[src/ic_pkg.sv]
`default_nettype none

package ic_pkg;

   ////////////////////////////////////////////////////////////////////////////
   // Cache geometry
   ////////////////////////////////////////////////////////////////////////////

   localparam int NUM_WAYS        = 4;    // Ways per set
   localparam int IC_TAG_HIGH_DEF = 12;   // 64 tag entries, 512 data entries per way

   // Each fetch word carries two instructions with two parity bits apiece
   localparam int IC_INSTR_W  = 32;
   localparam int IC_INSTR_PW = 2;
   localparam int IC_DATA_W   = 2 * (IC_INSTR_W + IC_INSTR_PW);

   ////////////////////////////////////////////////////////////////////////////
   // Shared types
   ////////////////////////////////////////////////////////////////////////////

   typedef logic [NUM_WAYS-1:0]  ic_way_vec_t;   // One bit per way
   typedef logic [IC_DATA_W-1:0] ic_data_t;      // 68-bit fetch word
   typedef logic [31:2]          ic_addr_t;      // Fetch and fill address
   typedef logic [15:2]          ic_dbg_addr_t;  // Debug tag address

endpackage

`default_nettype wire

[src/ic_way_sel.sv]
`timescale 1ns/1ps
`default_nettype none

module ic_way_sel #(
   parameter int ICACHE_TAG_HIGH = ic_pkg::IC_TAG_HIGH_DEF
) (
   input  ic_pkg::ic_way_vec_t                               way_hit,
   input  ic_pkg::ic_way_vec_t                               way_perr,
   input  ic_pkg::ic_data_t [ic_pkg::NUM_WAYS-1:0]           way_data,
   input  logic [ic_pkg::NUM_WAYS-1:0][32-ICACHE_TAG_HIGH:0] way_tag_raw,
   input  ic_pkg::ic_way_vec_t                               debug_rd_way_q,
   output ic_pkg::ic_way_vec_t                               ic_rd_hit,
   output ic_pkg::ic_data_t                                  ic_rd_data,
   output logic                                              ic_tag_perr,
   output logic [32-ICACHE_TAG_HIGH:0]                       ictag_debug_rd_data
);
   import ic_pkg::*;

   assign ic_rd_hit   = way_hit;
   assign ic_tag_perr = |way_perr;                              // Already valid-qualified

   // AND-OR way mux. A clean cache has at most one hitting way; a miss reads zero
   always_comb begin
      ic_rd_data = '0;
      for (int w = 0; w < NUM_WAYS; w++) begin
         if (way_hit[w]) begin
            ic_rd_data = ic_rd_data | way_data[w];
         end
      end
   end

   always_comb begin
      ictag_debug_rd_data = '0;
      for (int w = 0; w < NUM_WAYS; w++) begin
         if (debug_rd_way_q[w]) begin
            ictag_debug_rd_data = ictag_debug_rd_data | way_tag_raw[w];  // Raw, parity kept
         end
      end
   end

endmodule

`default_nettype wire

[config.mk]
export PLATFORM = sky130hd
export DESIGN_NAME = ic_way_sel
export DESIGN_NICKNAME = d
export VERILOG_FILES = /design/src/ic_pkg.sv /design/src/ic_way_sel.sv
export SDC_FILE = /design/constraint.sdc
export NUM_CORES = 1
export LEC_CHECK = 0
export ABC_AREA = 1
export BUFFER_PORTS_ARGS = -buffer_cell sky130_fd_sc_hd__buf_2
export CAP_MARGIN = 25
export CORE_AREA = 2 2 180 182
export DETAILED_ROUTE_END_ITERATION = 12
export DIE_AREA = 0 0 182 184
export PLACE_DENSITY_LB_ADDON = 0.08
export REMOVE_ABC_BUFFERS = 1
export SLEW_MARGIN = 0
export SYNTH_ARGS = -nofsm -noshare
export SYNTH_HDL_FRONTEND = slang
export SYNTH_SLANG_ARGS = --single-unit
export TNS_END_PERCENT = 1
[constraint.sdc]
create_clock -name vclk -period 0.8
set_input_delay 0.04 -clock vclk [all_inputs]
set_output_delay 0.04 -clock vclk [all_outputs]
set_load 0.03 [all_outputs]
==> out/metrics.yaml <==
run_status:
  status: "complete, but fails checks"
  violations: "negative setup slack"
worst_hold_path:
  worstHoldPathCells: 4
  holdCritStartpoint: "way_perr[0]"
  hp-class: "input port to output pin"
  min_to: "ic_tag_perr"
cells_and_area:
  fin_area_um2: 7650
  fin_cells: 1727
  final_util: 0.2437
  seq_cell_count: 0
  nets: 1689
  mostFrequentLayoutCells: "nand2_1, buf_2, inv_1"
  drive_above_1_share: 0.4875
  syn_to_final_growth_pct: 122.4
  n_clock_buffer: 0
  regArea_um2: 0
  mostFrequentLayoutCell: "nand2_1"
detailed_routing:
  dr_wl_met3_um: 2058
  vias_per_cell: 3.512
  met2_length_um: 13520
  met1_length_um: 9541
  firstDrtPassIters: 4
  dr.first_iter.drc_count: 108
  drc: 0
  num_vias: 6065
  top_layer_used: "met4"
  routedWlPerCell_um: 14.93
  routed_wl_um: 25780
  drtAntennaViolNets: 0
placed_design:
  place_inst: 1705
  post-dp-hpwl_um: 20810
  io_buffers: 462
  gp_congestion: 0.8332
  place_area_um2: 6374
job:
  maxCapViolations: 0
synthesis:
  yosysTopAreaCell: "nand2_1"
  yosysWarnings: 0
  synth_top_area_frac: 0.6482
  synth.avg_cell_area_um2: 4.056
  ys_types: 9
  synth_cells: 848
  syn-cell-area_um2: 3440
  synth_area_leaders: "nand2_1, inv_1, nand2_2, buf_2, buf_6"
  ys_seq_area_frac: 0
global_routing:
  grt_use_total: 0.1434
  first_global_vias: 6085
  grt_pass1_wl_um: 36300
  grt_overflow: 0
  grt_start_max_net_pins: 31
  grt_antenna_before_repair: 8
timing:
  setup_viol: 64
  finalMaxSlewViolations: 0
  final.min_clock_period_ns: 0.8596
  hold_viol: 0
  rsz0062_at_grt: "yes"
  period_share: 1.074
  setup_ws_ns: -0.05959
  relSlewSlack: 0.8891
  worstMarginPinSlew_ns: 0.1664
  clock.fmax_mhz: 1163
worst_setup_path:
  slowest_stage: "buf_12"
  crit_family: "buffers and inverters"
  cp-end-kind: "output pin"
  cp_num_buf_inv: 5
  start_kind: "input port"
  path_max_fanout: 6
  worstPathCellList: "buf_16 -> buf_12 -> buf_12 -> nand2_1 -> nand2_1 -> inv_1 -> nand2_2 -> buf_6"
  crit_arrival_ns: 0.82
  cp_data_required_time_ns: 0.76
  worst-setup-path-type: "input port to output pin"
  worst_path_largest_cell_delay_ns: 0.15
pwr:
  switchingPower_mw: 2.662
  p_leak_nw: 5.136
  comb_power_share: 1.000
  sw_frac_of_total: 0.5316
  clockPowerShare: 0
  p_int_mw: 2.346
  fin_total_pwr_mw: 5.007
  ir_drop_mv: 0.2329
  seqPwrFrac: 0
  p_per_area_nw_per_um2: 654.6
floorplanning:
  die_area_um2: 33490
  die_h_um: 184
  fp.dieW_um: 182
  initial_core_util: 0.1096
  fp-row-count: 65
  core-area_um2: 31390
  io_pins: 462
cts:
  hold_buffers: 0
[power by group through the flow]
stage | combinational, mW | clock [mW] | sequential [mW]
detailed placement | 4.03 | 0 | 0
finish | 5.01 | 0.00000100 | 0
global route | 5.50 | 0.000000836 | 0
floorplan | 1.88 | 0 | 0
CTS | 4.81 | 0 | 0
global placement | 4.05 | 0 | 0
[per-stage QoR]
stage                     TNS (ns)  hold WS [ns]  setup WS (ns)
after floorplan                  0       0.08000         0.3910
after global placement      -11.62        0.4255        -0.2313
after detailed placement    -11.29        0.4304        -0.2233
after CTS                   -2.269        0.4310       -0.05780
after global routing        -4.945        0.4412        -0.1064
final                       -1.750        0.4217       -0.05959
[worst max path at each step]
stage | startpoint | cells after the start | to | slack [ns]
after CTS | way_hit[0] | 8 | ic_rd_data[16] | -0.06
after detailed placement | way_hit[3] | 8 | ic_rd_data[1] | -0.22
after global routing | way_hit[0] | 8 | ic_rd_data[22] | -0.11
final | way_hit[0] | 8 | ic_rd_data[22] | -0.06
after floorplan | way_data[204] | 4 | ic_rd_data[0] | 0.39
after global placement | way_hit[3] | 8 | ic_rd_data[1] | -0.23
[final cells by class]
class | count | area, um2
fillers | 3777 | 23740
multi-input cells | 626 | 2671
diodes | 6 | 15.01
well taps | 402 | 503.0
inverters | 178 | 668.1
repair buffers | 515 | 3792
[cell families (layout without fill, tap and decap cells)]
group                  count (synthesis)  in the layout  synth area share
AND/OR/NAND/NOR                      626            626            0.7050
buffers and inverters                222            693            0.2950
other                                  0              6                 0
[synthesized netlist by cell type]
| cell | n |
|---|---|
| nand2_2 | 30 |
| inv_1 | 178 |
| buf_8 | 3 |
| nand2_1 | 594 |
| buf_2 | 26 |
| buf_6 | 9 |
| buf_4 | 4 |
| nor2_1 | 2 |
| buf_12 | 2 |
[what timing repair did]
action                                  CTS  global route
buffers inserted                          2             1
cloned                                    9             4
endpoints found under the setup margin   68            87
pin swaps                                24            27
gates resized for setup                 206           122
[routing by layer]
layer  up-vias  global-route usage
met2       259              0.2829
met3        31             0.03645
met1      2490              0.1520
met5         -                   0
met4         0             0.03097
li1       3285                   -
Note: power is estimated with default switching activity, not from simulation.
