**config.mk**
```make
export PLATFORM = sky130hd
export DESIGN_NAME = ic_req_ctrl
export DESIGN_NICKNAME = d
export VERILOG_FILES = /design/src/ic_pkg.sv /design/src/ic_req_ctrl.sv
export SDC_FILE = /design/constraint.sdc
export NUM_CORES = 1
export LEC_CHECK = 0
export BUFFER_PORTS_ARGS = -buffer_cell sky130_fd_sc_hd__buf_2
export CAP_MARGIN = 10
export CELL_PAD_IN_SITES_DETAIL_PLACEMENT = 2
export CELL_PAD_IN_SITES_GLOBAL_PLACEMENT = 2
export CORE_MARGIN = 2
export CORE_UTILIZATION = 13
export DETAILED_ROUTE_END_ITERATION = 16
export GPL_ROUTABILITY_DRIVEN = 0
export PLACE_DENSITY = 0.81
export RECOVER_POWER = 100
export SYNTH_ARGS = -nofsm -noshare
export SYNTH_HDL_FRONTEND = slang
export SYNTH_SLANG_ARGS = --single-unit
```
**constraint.sdc**
```tcl
create_clock -name clk -period 1.2 [get_ports clk]
set_input_delay 0.06 -clock clk [delete_from_list [all_inputs] [get_ports clk]]
set_output_delay 0.06 -clock clk [all_outputs]
set_load 0.05 [all_outputs]
```
**src/ic_pkg.sv**
```systemverilog
`default_nettype none

package ic_pkg;

   ////////////////////////////////////////////////////////////////////////////
   // Cache geometry
   ////////////////////////////////////////////////////////////////////////////

   localparam int NUM_WAYS        = 4;    // Ways per set
   localparam int IC_TAG_HIGH_DEF = 12;   // 64 tag entries, 512 data entries per way

   // Each fetch word carries two instructions with two parity bits apiece
   localparam int IC_INSTR_W  = 32;
   localparam int IC_INSTR_PW = 2;
   localparam int IC_DATA_W   = 2 * (IC_INSTR_W + IC_INSTR_PW);

   ////////////////////////////////////////////////////////////////////////////
   // Shared types
   ////////////////////////////////////////////////////////////////////////////

   typedef logic [NUM_WAYS-1:0]  ic_way_vec_t;   // One bit per way
   typedef logic [IC_DATA_W-1:0] ic_data_t;      // 68-bit fetch word
   typedef logic [31:2]          ic_addr_t;      // Fetch and fill address
   typedef logic [15:2]          ic_dbg_addr_t;  // Debug tag address

endpackage

`default_nettype wire

```
**src/ic_req_ctrl.sv**
```systemverilog
`timescale 1ns/1ps
`default_nettype none

module ic_req_ctrl #(
   parameter int ICACHE_TAG_HIGH = ic_pkg::IC_TAG_HIGH_DEF
) (
   input  logic                        clk,
   input  logic                        arst_n,
   input  ic_pkg::ic_addr_t            ic_rw_addr,
   input  logic                        ic_rd_en,
   input  ic_pkg::ic_way_vec_t         ic_wr_en,          // One-hot fill way
   input  ic_pkg::ic_data_t            ic_wr_data,
   input  ic_pkg::ic_dbg_addr_t        ic_debug_addr,
   input  logic                        ic_debug_rd_en,
   input  logic                        ic_debug_wr_en,
   input  ic_pkg::ic_way_vec_t         ic_debug_way,
   input  logic [32-ICACHE_TAG_HIGH:0] ic_debug_wr_data,  // Parity in top bit
   output logic [ICACHE_TAG_HIGH-7:0]  tag_index,
   output logic [ICACHE_TAG_HIGH-4:0]  data_index,
   output logic [32-ICACHE_TAG_HIGH:0] tag_wr_word,
   output ic_pkg::ic_data_t            data_wr_word,
   output ic_pkg::ic_way_vec_t         tag_wren,
   output ic_pkg::ic_way_vec_t         data_wren,
   output logic [31:ICACHE_TAG_HIGH]   rd_tag_q,          // Compare tag, next cycle
   output ic_pkg::ic_way_vec_t         debug_rd_way_q
);
   import ic_pkg::*;

   typedef logic [32-ICACHE_TAG_HIGH:0] tag_word_t;

   logic        last_chunk;
   logic        new_tag_par;
   logic        debug_access;
   tag_word_t   fill_tag_word;
   ic_way_vec_t fill_tag_wren;
   ic_way_vec_t debug_wr_ways;
   ic_way_vec_t debug_rd_ways;

   ////////////////////////////////////////////////////////////////////////////
   // Write path
   ////////////////////////////////////////////////////////////////////////////

   assign last_chunk    = (ic_rw_addr[5:3] == 3'b111);          // Eighth 8-byte chunk
   assign new_tag_par   = ^ic_rw_addr[31:ICACHE_TAG_HIGH];      // Even parity
   assign fill_tag_word = {new_tag_par, ic_rw_addr[31:ICACHE_TAG_HIGH]};

   assign fill_tag_wren = ic_wr_en & {NUM_WAYS{last_chunk}};
   assign debug_wr_ways = ic_debug_way & {NUM_WAYS{ic_debug_wr_en}};
   assign debug_rd_ways = ic_debug_way & {NUM_WAYS{ic_debug_rd_en}};

   // Debug data goes in as given, so a bad parity bit can be planted
   assign tag_wr_word  = ic_debug_wr_en ? ic_debug_wr_data : fill_tag_word;
   assign tag_wren     = fill_tag_wren | debug_wr_ways;

   assign data_wr_word = ic_wr_data;
   assign data_wren    = ic_wr_en;                               // Every chunk

   ////////////////////////////////////////////////////////////////////////////
   // Indexes
   ////////////////////////////////////////////////////////////////////////////

   assign debug_access = ic_debug_rd_en | ic_debug_wr_en;

   assign tag_index  = debug_access ? ic_debug_addr[ICACHE_TAG_HIGH-1:6]
                                    : ic_rw_addr[ICACHE_TAG_HIGH-1:6];
   assign data_index = ic_rw_addr[ICACHE_TAG_HIGH-1:3];

   ////////////////////////////////////////////////////////////////////////////
   // Response-cycle state
   ////////////////////////////////////////////////////////////////////////////

   always_ff @(posedge clk or negedge arst_n) begin
      if (!arst_n) begin
         rd_tag_q       <= '0;
         debug_rd_way_q <= '0;
      end else begin
         if (ic_rd_en) begin
            rd_tag_q <= ic_rw_addr[31:ICACHE_TAG_HIGH];        // Held between fetches
         end
         debug_rd_way_q <= debug_rd_ways;                      // Single-cycle pulse
      end
   end

endmodule

`default_nettype wire

```
==> results.txt, run 1 <==
----------------------------------------------------
[Timing]
  Final Hold Fails ... 0
  Unrepaired setup endpoints after global routing ... true
  Final Worst Setup Slack ... -0.3629 ns
  Final setup violation count ... 1
  Post-route fraction of the period consumed by the critical path ... 1.302
  Clock Skews ... 0 ns
  Fmax achieved ... between 600 and 700 MHz
  Number of pins with negative max-slew slack in the final report ... 0
  Actual transition at the worst max-transition pin ... ~0.71 ns
  Fin Setup TNS ... -0.3629 ns
  Worst hold slack after final layout ... approximately 0.022 ns
  Slew headroom ... 0.5264
  Shortest period the worst path allows ... 1.563 ns

[Logic synthesis]
  Average footprint of a synthesized cell ... roughly 11 um2
  Post-synthesis instance total ... approximately 190
  Fraction of the yosys area taken by sequential cells ... 0.2994
  Number of synthesis warnings ... 0
  Biggest area consumer among synthesized cells ... sky130_fd_sc_hd__buf_4
  Flop and latch count out of synthesis ... 24
  Number of library cell types mapped by synthesis ... 13
  Summed instance area of the synthesized netlist ... roughly 2000 um2
  Synth top area cells ... sky130_fd_sc_hd__buf_4 30%, sky130_fd_sc_hd__dfrtp_1 30%, sky130_fd_sc_hd__mux2_2 26%
  Nets in the synthesized netlist ... ~330
  Area share of the leading cell type in the synthesized netlist ... 0.3032

[Critical path]
  Data required time at the worst endpoint ... ~1.1 ns
  Type of origin of the critical path ... input pin
  Type of element capturing the critical path ... output port
  Startpoint of the worst-slack reg-to-reg timing path ... rd_tag_q[16]
  Critical path fanouts, max ... 3
  Most repeated library cell on the critical path ... sky130_fd_sc_hd__buf_8
  Slowest Stage Delay on Critical Path ... between 0.4 and 0.5 ns
  Path depth of the worst reg2reg path ... 1
  R2R setup slack ... around 0.43 ns
  Worst flop-to-flop path endpoint ... rd_tag_q[16]
  Crit Path Class ... in2out
  Standard cell with the maximum stage delay on the critical path ... sky130_fd_sc_hd__xnor3_1
  CP arrival ... 1.50 ns
  Critical path cell sequence ... buf_8, xnor2_4, xnor2_2, xnor3_1, xnor2_1, mux2_4, buf_8

[CTS]
  Clock-pin slew of the registers on the worst-case setup and hold paths ... 0.07 ns
  Total clock sinks ... 24
  Clock latency at the later pin of the worst-skew pair ... ~0.27 ns
  Buffer levels on the longest clock path ... 2
  Cell chosen for the clock root ... sky130_fd_sc_hd__clkbuf_16
  Number of buffers added by the clock tree synthesis step ... 3
  Deepest level of the CTS H-tree ... 1
  CTS tree ... done

[Global routing]
  Maximum number of pins on one net before global-route repair ... 25
  Wire length of the first global-routing pass ... just under 10000 um
  Total GRT Usage ... 0.08071
  Number of antenna violations at the first check in global routing ... 0
  Overflow left after global routing ... 0
  Via count of the first global-routing pass ... ~1800

[Placed design]
  Worst slack after detailed placement ... -0.4446 ns
  Total cell area at the placement stage ... 2471 um2
  Detailed placer's ending HPWL ... 5567 um
  Count of port buffers added during placement ... roughly 140

[Finish]
  Fraction of layout cells with a size suffix above 1 ... 0.7882
  Number of nets in the layout ... approximately 400
  Signed area change from the synthesized netlist to the final layout ... 34.93%
  Area of all placed cells without fillers ... ~2700 um2
  Filler cells ... between 1500 and 2000
  Register area ... approximately 600 um2
  Antenna cell count ... 0
  Post-layout utilization of the core ... 0.1787
  Area used by multi-input combinational logic ... between 800 and 900 um2

[Floorplanning]
  Number of I/O pins ... 282
  Area inside the core boundary ... 15150 um2
  Floorplan row count ... 45
  Vertical extent of the die ... 128.2 um
  Horizontal die dimension ... between 100 and 150 um
  Die area ... ~16000 um2
  Initial core utilization ... 0.1324

[Route]
  Final routed wire length divided by cell count ... about 15 um
  First DRT Iteration DRCs ... 23
  ANT nets after route ... 0
  Vias per Instance ... ~3.4
  Via count ... about 1500
  Number of iterations in the first detailed-routing pass ... 2
  DRC Markers ... 0
  Total wirelength of the detailed-routed design ... 6812 um

[Power and ir drop]
  IR drop worst, VDD ... between 400 and 500 uV
  Leakage power figure ... 1.283 nW
  Power density of the placed cells ... 1327 nW/um2

[Worst hold path]
  Worst Min Path Start ... ic_debug_way[1]
  Cell depth of the worst min-delay path ... 2
  Class of the most critical hold timing path ... in2reg
  Hold-critical path endpoint ... debug_rd_way_q[1]

[Run]
  Max-Cap Viols ... 0

[Run status]
  Status ... complete, but fails checks
  Failing checks ... setup timing

----------------------------------------------------
[cell usage after synthesis]
| cell type | instances |
|---|---|
| sky130_fd_sc_hd__xnor3_1 | 1 |
| sky130_fd_sc_hd__xnor2_2 | 1 |
| sky130_fd_sc_hd__nor2_1 | 1 |
| sky130_fd_sc_hd__and3_1 | 1 |
| sky130_fd_sc_hd__mux2_2 | 47 |
| sky130_fd_sc_hd__xnor2_1 | 14 |
| sky130_fd_sc_hd__buf_1 | 1 |
| sky130_fd_sc_hd__and2_1 | 4 |
| sky130_fd_sc_hd__dfrtp_1 | 24 |
| sky130_fd_sc_hd__a22o_1 | 4 |
| sky130_fd_sc_hd__buf_4 | 81 |
| sky130_fd_sc_hd__xor2_1 | 2 |
| sky130_fd_sc_hd__clkbuf_1 | 4 |
[critical path, delay by kind of cell]
kind,cells,cell delay (ns)
buf+inv,2,0.26
xor+xnor,4,0.91
mux,1,0.28
[through the flow]
step | cells | power [W]
finish | 443 | 0.003590
global route | 443 | 0.003787
CTS | 443 | 0.003674
detailed placement | 437 | 0.002528
global placement | 437 | 0.002486
floorplan | 185 | 0.002680
[layout by cell type (no fill, tap or decap)]
| cell | n |
|---|---|
| sky130_fd_sc_hd__and2_0 | 3 |
| sky130_fd_sc_hd__mux2_4 | 1 |
| sky130_fd_sc_hd__nor2_1 | 1 |
| sky130_fd_sc_hd__xnor3_1 | 1 |
| sky130_fd_sc_hd__buf_4 | 14 |
| sky130_fd_sc_hd__dlygate4sd3_1 | 1 |
| sky130_fd_sc_hd__and3_1 | 1 |
| sky130_fd_sc_hd__clkbuf_16 | 3 |
| sky130_fd_sc_hd__xnor2_1 | 7 |
| sky130_fd_sc_hd__xor2_1 | 1 |
| sky130_fd_sc_hd__a22o_2 | 4 |
| sky130_fd_sc_hd__buf_6 | 5 |
| sky130_fd_sc_hd__dfrtp_1 | 24 |
| sky130_fd_sc_hd__clkbuf_2 | 54 |
| sky130_fd_sc_hd__xor2_2 | 1 |
| sky130_fd_sc_hd__xnor2_4 | 3 |
| sky130_fd_sc_hd__buf_2 | 58 |
| sky130_fd_sc_hd__xnor2_2 | 5 |
| sky130_fd_sc_hd__mux2_2 | 46 |
| sky130_fd_sc_hd__buf_12 | 2 |
| sky130_fd_sc_hd__clkbuf_1 | 14 |
| sky130_fd_sc_hd__and2_1 | 1 |
| sky130_fd_sc_hd__buf_8 | 4 |
| sky130_fd_sc_hd__bufinv_16 | 1 |
[sequential cells by signal (all words and copies together) (netlist names)]
signal,cells
debug_rd_way_q,4
rd_tag_q,20
[layer usage]
metal  part of all wire  GRT usage
met5                  0          0
met4              0.025    0.03167
met3              0.071    0.02421
met2               0.55     0.1552
met1               0.35    0.08052
[kinds of logic after synthesis]
family	synth area share
muxes	0.2639
and+or+nand+nor	0.01747
xor gates and xnor gates	0.08921
AOI/OAI and AO/OA	0.01747
DFF	0.2994
buffers and inverters	0.3125
[how the worst max path moves through the flow]
stage / start / to / slack [ns]
floorplan: ic_rw_addr[14] / tag_wr_word[20] / -0.06
global placement: ic_rw_addr[12] / tag_wr_word[20] / -0.44
detailed placement: ic_rw_addr[12] / tag_wr_word[20] / -0.44
CTS: ic_rw_addr[10] / tag_wr_word[20] / -0.37
global route: ic_rw_addr[13] / tag_wr_word[20] / -0.42
finish: ic_rw_addr[11] / tag_wr_word[20] / -0.36
[layout make-up]
type                       count  area share
clock buffer                   3     0.02774
clock inverter                 1     0.01110
multi-input combinational     75      0.3255
sequential                    24      0.2219
tap                          188     0.08692
timing repair buffer         152      0.3269
[power by group]
part / internal [W] / switching, W / total (W)
Combinational: 0.000597 / 0.00107 / 0.00166
Clock: 0.000665 / 0.000340 / 0.00101
Sequential: 0.000883 / 0.0000378 / 0.000920
Total: 0.00215 / 0.00145 / 0.00359
[what timing repair did]
item,in CTS,in global routing
hold endpoints to repair,24,0
setup endpoints to repair,1,1
pin swaps,5,7
hold buffers,1,0
resized for setup,15,15
setup buffers,1,0
No activity file was read; power rests on OpenSTA's default activity.
==> run 2: changes to the inputs <==
--- a/config.mk
+++ b/config.mk
@@ -9,10 +9,11 @@
 export CAP_MARGIN = 10
 export CELL_PAD_IN_SITES_DETAIL_PLACEMENT = 2
 export CELL_PAD_IN_SITES_GLOBAL_PLACEMENT = 2
-export CORE_MARGIN = 2
+export CORE_MARGIN = 5
 export CORE_UTILIZATION = 13
 export DETAILED_ROUTE_END_ITERATION = 16
 export GPL_ROUTABILITY_DRIVEN = 0
+export HOLD_SLACK_MARGIN = 0.12
 export PLACE_DENSITY = 0.81
 export RECOVER_POWER = 100
 export SYNTH_ARGS = -nofsm -noshare
==> results.txt, run 2 (synthesis gave the netlist of run 1 again) <==
----------------------------------------------------
[Floorplanning]
  Floorplan row count ... 45
  Die area ... 18010 um2
  Number of I/O pins ... about 280
  Vertical extent of the die ... about 130 um
  Initial core utilization ... 0.1324
  Horizontal die dimension ... between 100 and 150 um
  Area inside the core boundary ... between 15000 and 20000 um2

[Power and ir drop]
  Sum of internal, switching and leakage power ... between 0.003 and 0.004 W
  IR drop worst, VDD ... about 600 uV
  Leakage power figure ... 1.309 nW
  Power density of the placed cells ... 1308 nW/um2

[Finish]
  Fraction of layout cells with a size suffix above 1 ... 0.7361
  Biggest regs ... rd_tag_q (20), debug_rd_way_q (4)
  Filler cells ... between 1500 and 2000
  Number of standard cells in the final layout excluding fillers ... 457
  Area of all placed cells without fillers ... between 2000 and 3000 um2
  Signed area change from the synthesized netlist to the final layout ... 38.62%
  Antenna cell count ... 0
  Number of nets in the layout ... around 420
  Most used cells in the layout excluding fill and tap cells ... 115 x sky130_fd_sc_hd__buf_2, 46 x sky130_fd_sc_hd__mux2_2, 24 x sky130_fd_sc_hd__dfrtp_1, 15 x sky130_fd_sc_hd__clkbuf_1
  Number of flip-flops in the largest register ... 20
  Largest register by flop count ... rd_tag_q
  Most frequent standard cell in the layout excluding fill and tap cells ... sky130_fd_sc_hd__buf_2

[Critical path]
  R2R setup slack ... 0.43 ns
  Dominant delay contributor by cell family on the critical path ... XOR/XNOR gates
  Slowest Stage Delay on Critical Path ... roughly 0.41 ns
  CP arrival ... ~1.5 ns
  Critical path fanouts, max ... 3
  Number of buffers and inverters on the critical path ... 2
  Critical path cell sequence ... buf_2, xnor2_4, xnor2_2, xnor3_1, xnor2_1, mux2_4, buf_8
  Type of origin of the critical path ... input pin
  Crit Path Class ... in2out
  Standard cell with the maximum stage delay on the critical path ... sky130_fd_sc_hd__xnor3_1
  Type of element capturing the critical path ... output port
  Data required time at the worst endpoint ... roughly 1.1 ns

[Route]
  Number of iterations in the first detailed-routing pass ... 2
  Total wirelength of the detailed-routed design ... approximately 7500 um
  First DRT Iteration DRCs ... 3
  Final routed wire length divided by cell count ... approximately 16 um
  ANT nets after route ... 0
  Via count ... approximately 1600
  DRC Markers ... 0
  Vias per Instance ... between 3 and 4

[Timing]
  Actual transition at the worst max-transition pin ... around 0.65 ns
  Post-route fraction of the period consumed by the critical path ... 1.296
  Shortest period the worst path allows ... 1.555 ns
  Final setup violation count ... 1
  Fin Setup TNS ... -0.3555 ns
  Slew headroom ... 0.5636
  Final Hold Fails ... 0
  Number of pins with negative max-slew slack in the final report ... 0
  Fmax achieved ... roughly 640 MHz
  Final Worst Setup Slack ... -0.3555 ns
  Clock Skews ... 0 ns
  Unrepaired setup endpoints after global routing ... true

[Placed design]
  Worst slack after detailed placement ... -0.4706 ns
  Count of port buffers added during placement ... about 140
  Number of cells in the design after placement ... 439
  Detailed placer's ending HPWL ... 5940 um
  Total cell area at the placement stage ... ~2500 um2

[Global routing]
  Total GRT Usage ... 0.07851
  Via count of the first global-routing pass ... between 1500 and 2000
  Maximum number of pins on one net before global-route repair ... 25
  Number of antenna violations at the first check in global routing ... 0
  Wire length of the first global-routing pass ... about 11000 um
  Overflow left after global routing ... 0

[Run status]
  Status ... complete, but fails checks
  Failing checks ... setup timing

[CTS]
  CTS tree ... done
  Buffer levels on the longest clock path ... 2
  Cell chosen for the clock root ... sky130_fd_sc_hd__clkbuf_16
  Number of buffers added by the clock tree synthesis step ... 3
  Deepest level of the CTS H-tree ... 1
  Total clock sinks ... 24
  Clock latency at the later pin of the worst-skew pair ... ~0.27 ns

[Worst hold path]
  Class of the most critical hold timing path ... in2out

[Run]
  Max-Cap Viols ... 0

----------------------------------------------------
-- run 2: cell count changes in the layout (fill, tap and decap cells not counted), sizes merged --
cell,previous run,this run
buf,83,137
clkbuf,71,18
dlygate4sd3,1,14
-- run 2: path summary, 6_finish.rpt --
check,from,cells after the start,endpoint
setup / recovery,ic_rw_addr[14],7,tag_wr_word[20]
max in group asynchronous,arst_n,2,debug_rd_way_q[3]
setup reg to reg,rd_tag_q[14],1,rd_tag_q[14]
hold reg to reg,rd_tag_q[19],1,rd_tag_q[19]
min in group asynchronous,arst_n,2,rd_tag_q[24]
hold / removal,ic_wr_data[19],0,data_wr_word[19]
-- run 2: area by class of cell --
cell class / count / area (um2) / share of cell area
multi-input combinational: 75 / 847.1 / 0.3047
clock inverter: 1 / 30.03 / 0.01080
sequential: 24 / 600.6 / 0.2160
tap: 188 / 235.2 / 0.08461
timing repair buffer: 166 / 992.2 / 0.3569
clock buffer: 3 / 75.07 / 0.02700
-- run 2: repair_timing --
action,CTS,global route
endpoints found under the setup margin,1,1
gates resized for setup,11,9
pin swaps,5,4
hold endpoints to repair,35,1
buffers inserted,0,0
hold buffers,13,1
-- run 2: layer usage --
layer | routed length, um | track usage
met1 | 2583 | 0.07747
met5 | 0 | 0
met3 | 709 | 0.02888
met4 | 210 | 0.02771
met2 | 3963 | 0.1497
-- run 2: stage by stage --
stage                       util  hold slack, ns
after floorplan                -         -0.2356
after global placement    0.1641          0.1203
after detailed placement  0.1641          0.1203
after CTS                 0.1825          0.1203
after global routing      0.1836          0.1201
final                     0.1836          0.1200
-- run 2: power breakdown --
group,internal [W],total (W),switching [W]
Clock,0.000667,0.00104,0.000377
Sequential,0.000882,0.000919,0.0000365
Combinational,0.000611,0.00168,0.00106
Total,0.00216,0.00364,0.00148
==> run 3: changes to the inputs <==
--- a/config.mk
+++ b/config.mk
@@ -16,6 +16,7 @@
 export HOLD_SLACK_MARGIN = 0.12
 export PLACE_DENSITY = 0.81
 export RECOVER_POWER = 100
+export SKIP_CTS_REPAIR_TIMING = 1
 export SYNTH_ARGS = -nofsm -noshare
 export SYNTH_HDL_FRONTEND = slang
 export SYNTH_SLANG_ARGS = --single-unit
==> results.txt, run 3 (synthesis gave the netlist of run 1 again) <==
----------------------------------------------------
[Run status]
  Status ... complete, but fails checks
  Failing checks ... setup timing

[CTS]
  Deepest level of the CTS H-tree ... 1
  Buffer levels on the longest clock path ... 2
  CTS tree ... done
  Clock latency at the later pin of the worst-skew pair ... approximately 0.27 ns
  Total clock sinks ... 24
  Number of buffers added by the clock tree synthesis step ... 3
  Cell chosen for the clock root ... sky130_fd_sc_hd__clkbuf_16

[Critical path]
  Critical path fanouts, max ... 2
  Standard cell with the maximum stage delay on the critical path ... sky130_fd_sc_hd__xnor3_1
  Type of element capturing the critical path ... output port
  Critical path cell sequence ... buf_8, xor2_2, xnor2_1, xnor3_1, xnor2_1, mux2_4, buf_8
  Worst flop-to-flop path endpoint ... rd_tag_q[14]
  Type of origin of the critical path ... input pin
  Crit Path Class ... in2out
  Path depth of the worst reg2reg path ... 1
  CP arrival ... 1.49 ns
  Startpoint of the worst-slack reg-to-reg timing path ... rd_tag_q[14]
  Slowest Stage Delay on Critical Path ... 0.43 ns
  R2R setup slack ... around 0.43 ns
  Data required time at the worst endpoint ... roughly 1.1 ns

[Global routing]
  Via count of the first global-routing pass ... 1807
  Wire length of the first global-routing pass ... between 10000 and 15000 um
  Maximum number of pins on one net before global-route repair ... 25
  Overflow left after global routing ... 0
  Total GRT Usage ... 0.07599
  Number of antenna violations at the first check in global routing ... 0

[Worst hold path]
  Hold-critical path endpoint ... data_wr_word[19]
  Cell depth of the worst min-delay path ... 0
  Class of the most critical hold timing path ... in2out
  Worst Min Path Start ... ic_wr_data[19]

[Route]
  Vias per Instance ... 3.518
  Number of iterations in the first detailed-routing pass ... 2
  Total wirelength of the detailed-routed design ... between 7000 and 8000 um
  First DRT Iteration DRCs ... 3
  ANT nets after route ... 0
  Final routed wire length divided by cell count ... 16.04 um
  DRC Markers ... 0
  Via count ... 1604

[Finish]
  Largest register by flop count ... rd_tag_q
  Filler cells ... between 1500 and 2000
  Most frequent standard cell in the layout excluding fill and tap cells ... sky130_fd_sc_hd__buf_2
  Most used cells in the layout excluding fill and tap cells ... 59 x sky130_fd_sc_hd__buf_2, 53 x sky130_fd_sc_hd__clkbuf_2, 46 x sky130_fd_sc_hd__mux2_2, 24 x sky130_fd_sc_hd__dfrtp_1, 19 x sky130_fd_sc_hd__clkbuf_1
  Number of flip-flops in the largest register ... 20
  Number of nets in the layout ... 415
  Biggest regs ... rd_tag_q (20), debug_rd_way_q (4)
  Signed area change from the synthesized netlist to the final layout ... 37.06%
  Antenna cell count ... 0
  Fraction of layout cells with a size suffix above 1 ... 0.7239

[Timing]
  Slew headroom ... 0.5129
  Fmax achieved ... 647.2 MHz
  Post-route fraction of the period consumed by the critical path ... 1.288
  Unrepaired setup endpoints after global routing ... true
  Final setup violation count ... 1
  Worst hold slack after final layout ... roughly 0.12 ns
  Clock Skews ... 0 ns
  Shortest period the worst path allows ... ~1.5 ns
  Final Worst Setup Slack ... -0.3451 ns
  Number of pins with negative max-slew slack in the final report ... 0
  Final Hold Fails ... 0
  Actual transition at the worst max-transition pin ... roughly 0.73 ns

[Floorplanning]
  Horizontal die dimension ... 134.2 um
  Number of I/O pins ... between 200 and 300
  Vertical extent of the die ... 134.2 um
  Floorplan row count ... 45
  Initial core utilization ... 0.1324
  Area inside the core boundary ... 15150 um2
  Die area ... about 18000 um2

[Placed design]
  Worst slack after detailed placement ... -0.4706 ns
  Detailed placer's ending HPWL ... 5940 um
  Count of port buffers added during placement ... approximately 140

[Power and ir drop]
  IR drop worst, VDD ... roughly 590 uV
  Leakage power figure ... between 1 and 1.5 nW
  Power density of the placed cells ... roughly 1300 nW/um2

[Run]
  Max-Cap Viols ... 0

----------------------------------------------------
[run 3: cell types whose count changed in the layout (fill, tap and decap cells not counted), sizes merged]
cell,before,now
buf,137,81
clkbuf,18,75
dlygate4sd3,14,12
[run 3: how the worst max path moves through the flow]
stage | endpoint | startpoint | cells after the start | slack, ns
2_1_floorplan | tag_wr_word[20] | ic_rw_addr[14] | 5 | -0.06
3_3_place_gp | tag_wr_word[20] | ic_rw_addr[12] | 7 | -0.45
3_5_place_dp | tag_wr_word[20] | ic_rw_addr[12] | 7 | -0.47
4_1_cts | tag_wr_word[20] | ic_rw_addr[12] | 7 | -0.47
5_1_grt | tag_wr_word[20] | ic_rw_addr[10] | 7 | -0.40
6_report | tag_wr_word[20] | ic_rw_addr[10] | 7 | -0.35
[run 3: report_power, final]
part	switching (W)	leakage (nW)	internal [W]
clock	0.000375	0.0511	0.000667
combinational	0.00106	0.952	0.000594
sequential	0.0000389	0.285	0.000882
total	0.00147	1.29	0.00214
[run 3: worst max-delay path: cells and delay by family]
family	cells	cell delay (ns)
buf+inv	2	0.25
mux	1	0.28
xor+xnor	4	0.89
[run 3: per-layer routing]
metal | global-route usage | routed length [um] | vias up
met5 | 0 | 0 | -
met4 | 0.02771 | 210 | 0
met3 | 0.03038 | 712 | 26
met2 | 0.1419 | 3852 | 107
met1 | 0.07563 | 2536 | 771
li1 | - | - | 700
[run 3: per-stage QoR]
| step | power, W | instance area [um2] | instances | utilization | setup TNS, ns |
|---|---|---|---|---|---|
| final | 0.003617 | 2749 | 456 | 0.1815 | -0.3451 |
| after floorplan | 0.002680 | 2053 | 185 | - | -0.1635 |
| after detailed placement | 0.002536 | 2486 | 439 | 0.1641 | -0.4706 |
| after global placement | 0.002498 | 2486 | 439 | 0.1641 | -0.4539 |
| after global routing | 0.003807 | 2749 | 456 | 0.1815 | -0.4024 |
| after CTS | 0.003632 | 2591 | 443 | 0.1711 | -0.4706 |
[run 3: cell type report]
class | instances | area (um2) | area share
multi-input combinational | 75 | 839.6 | 0.3054
clock buffer | 3 | 75.07 | 0.02731
clock inverter | 1 | 30.03 | 0.01092
sequential | 24 | 600.6 | 0.2185
tap | 188 | 235.2 | 0.08557
timing repair buffer | 165 | 968.4 | 0.3523
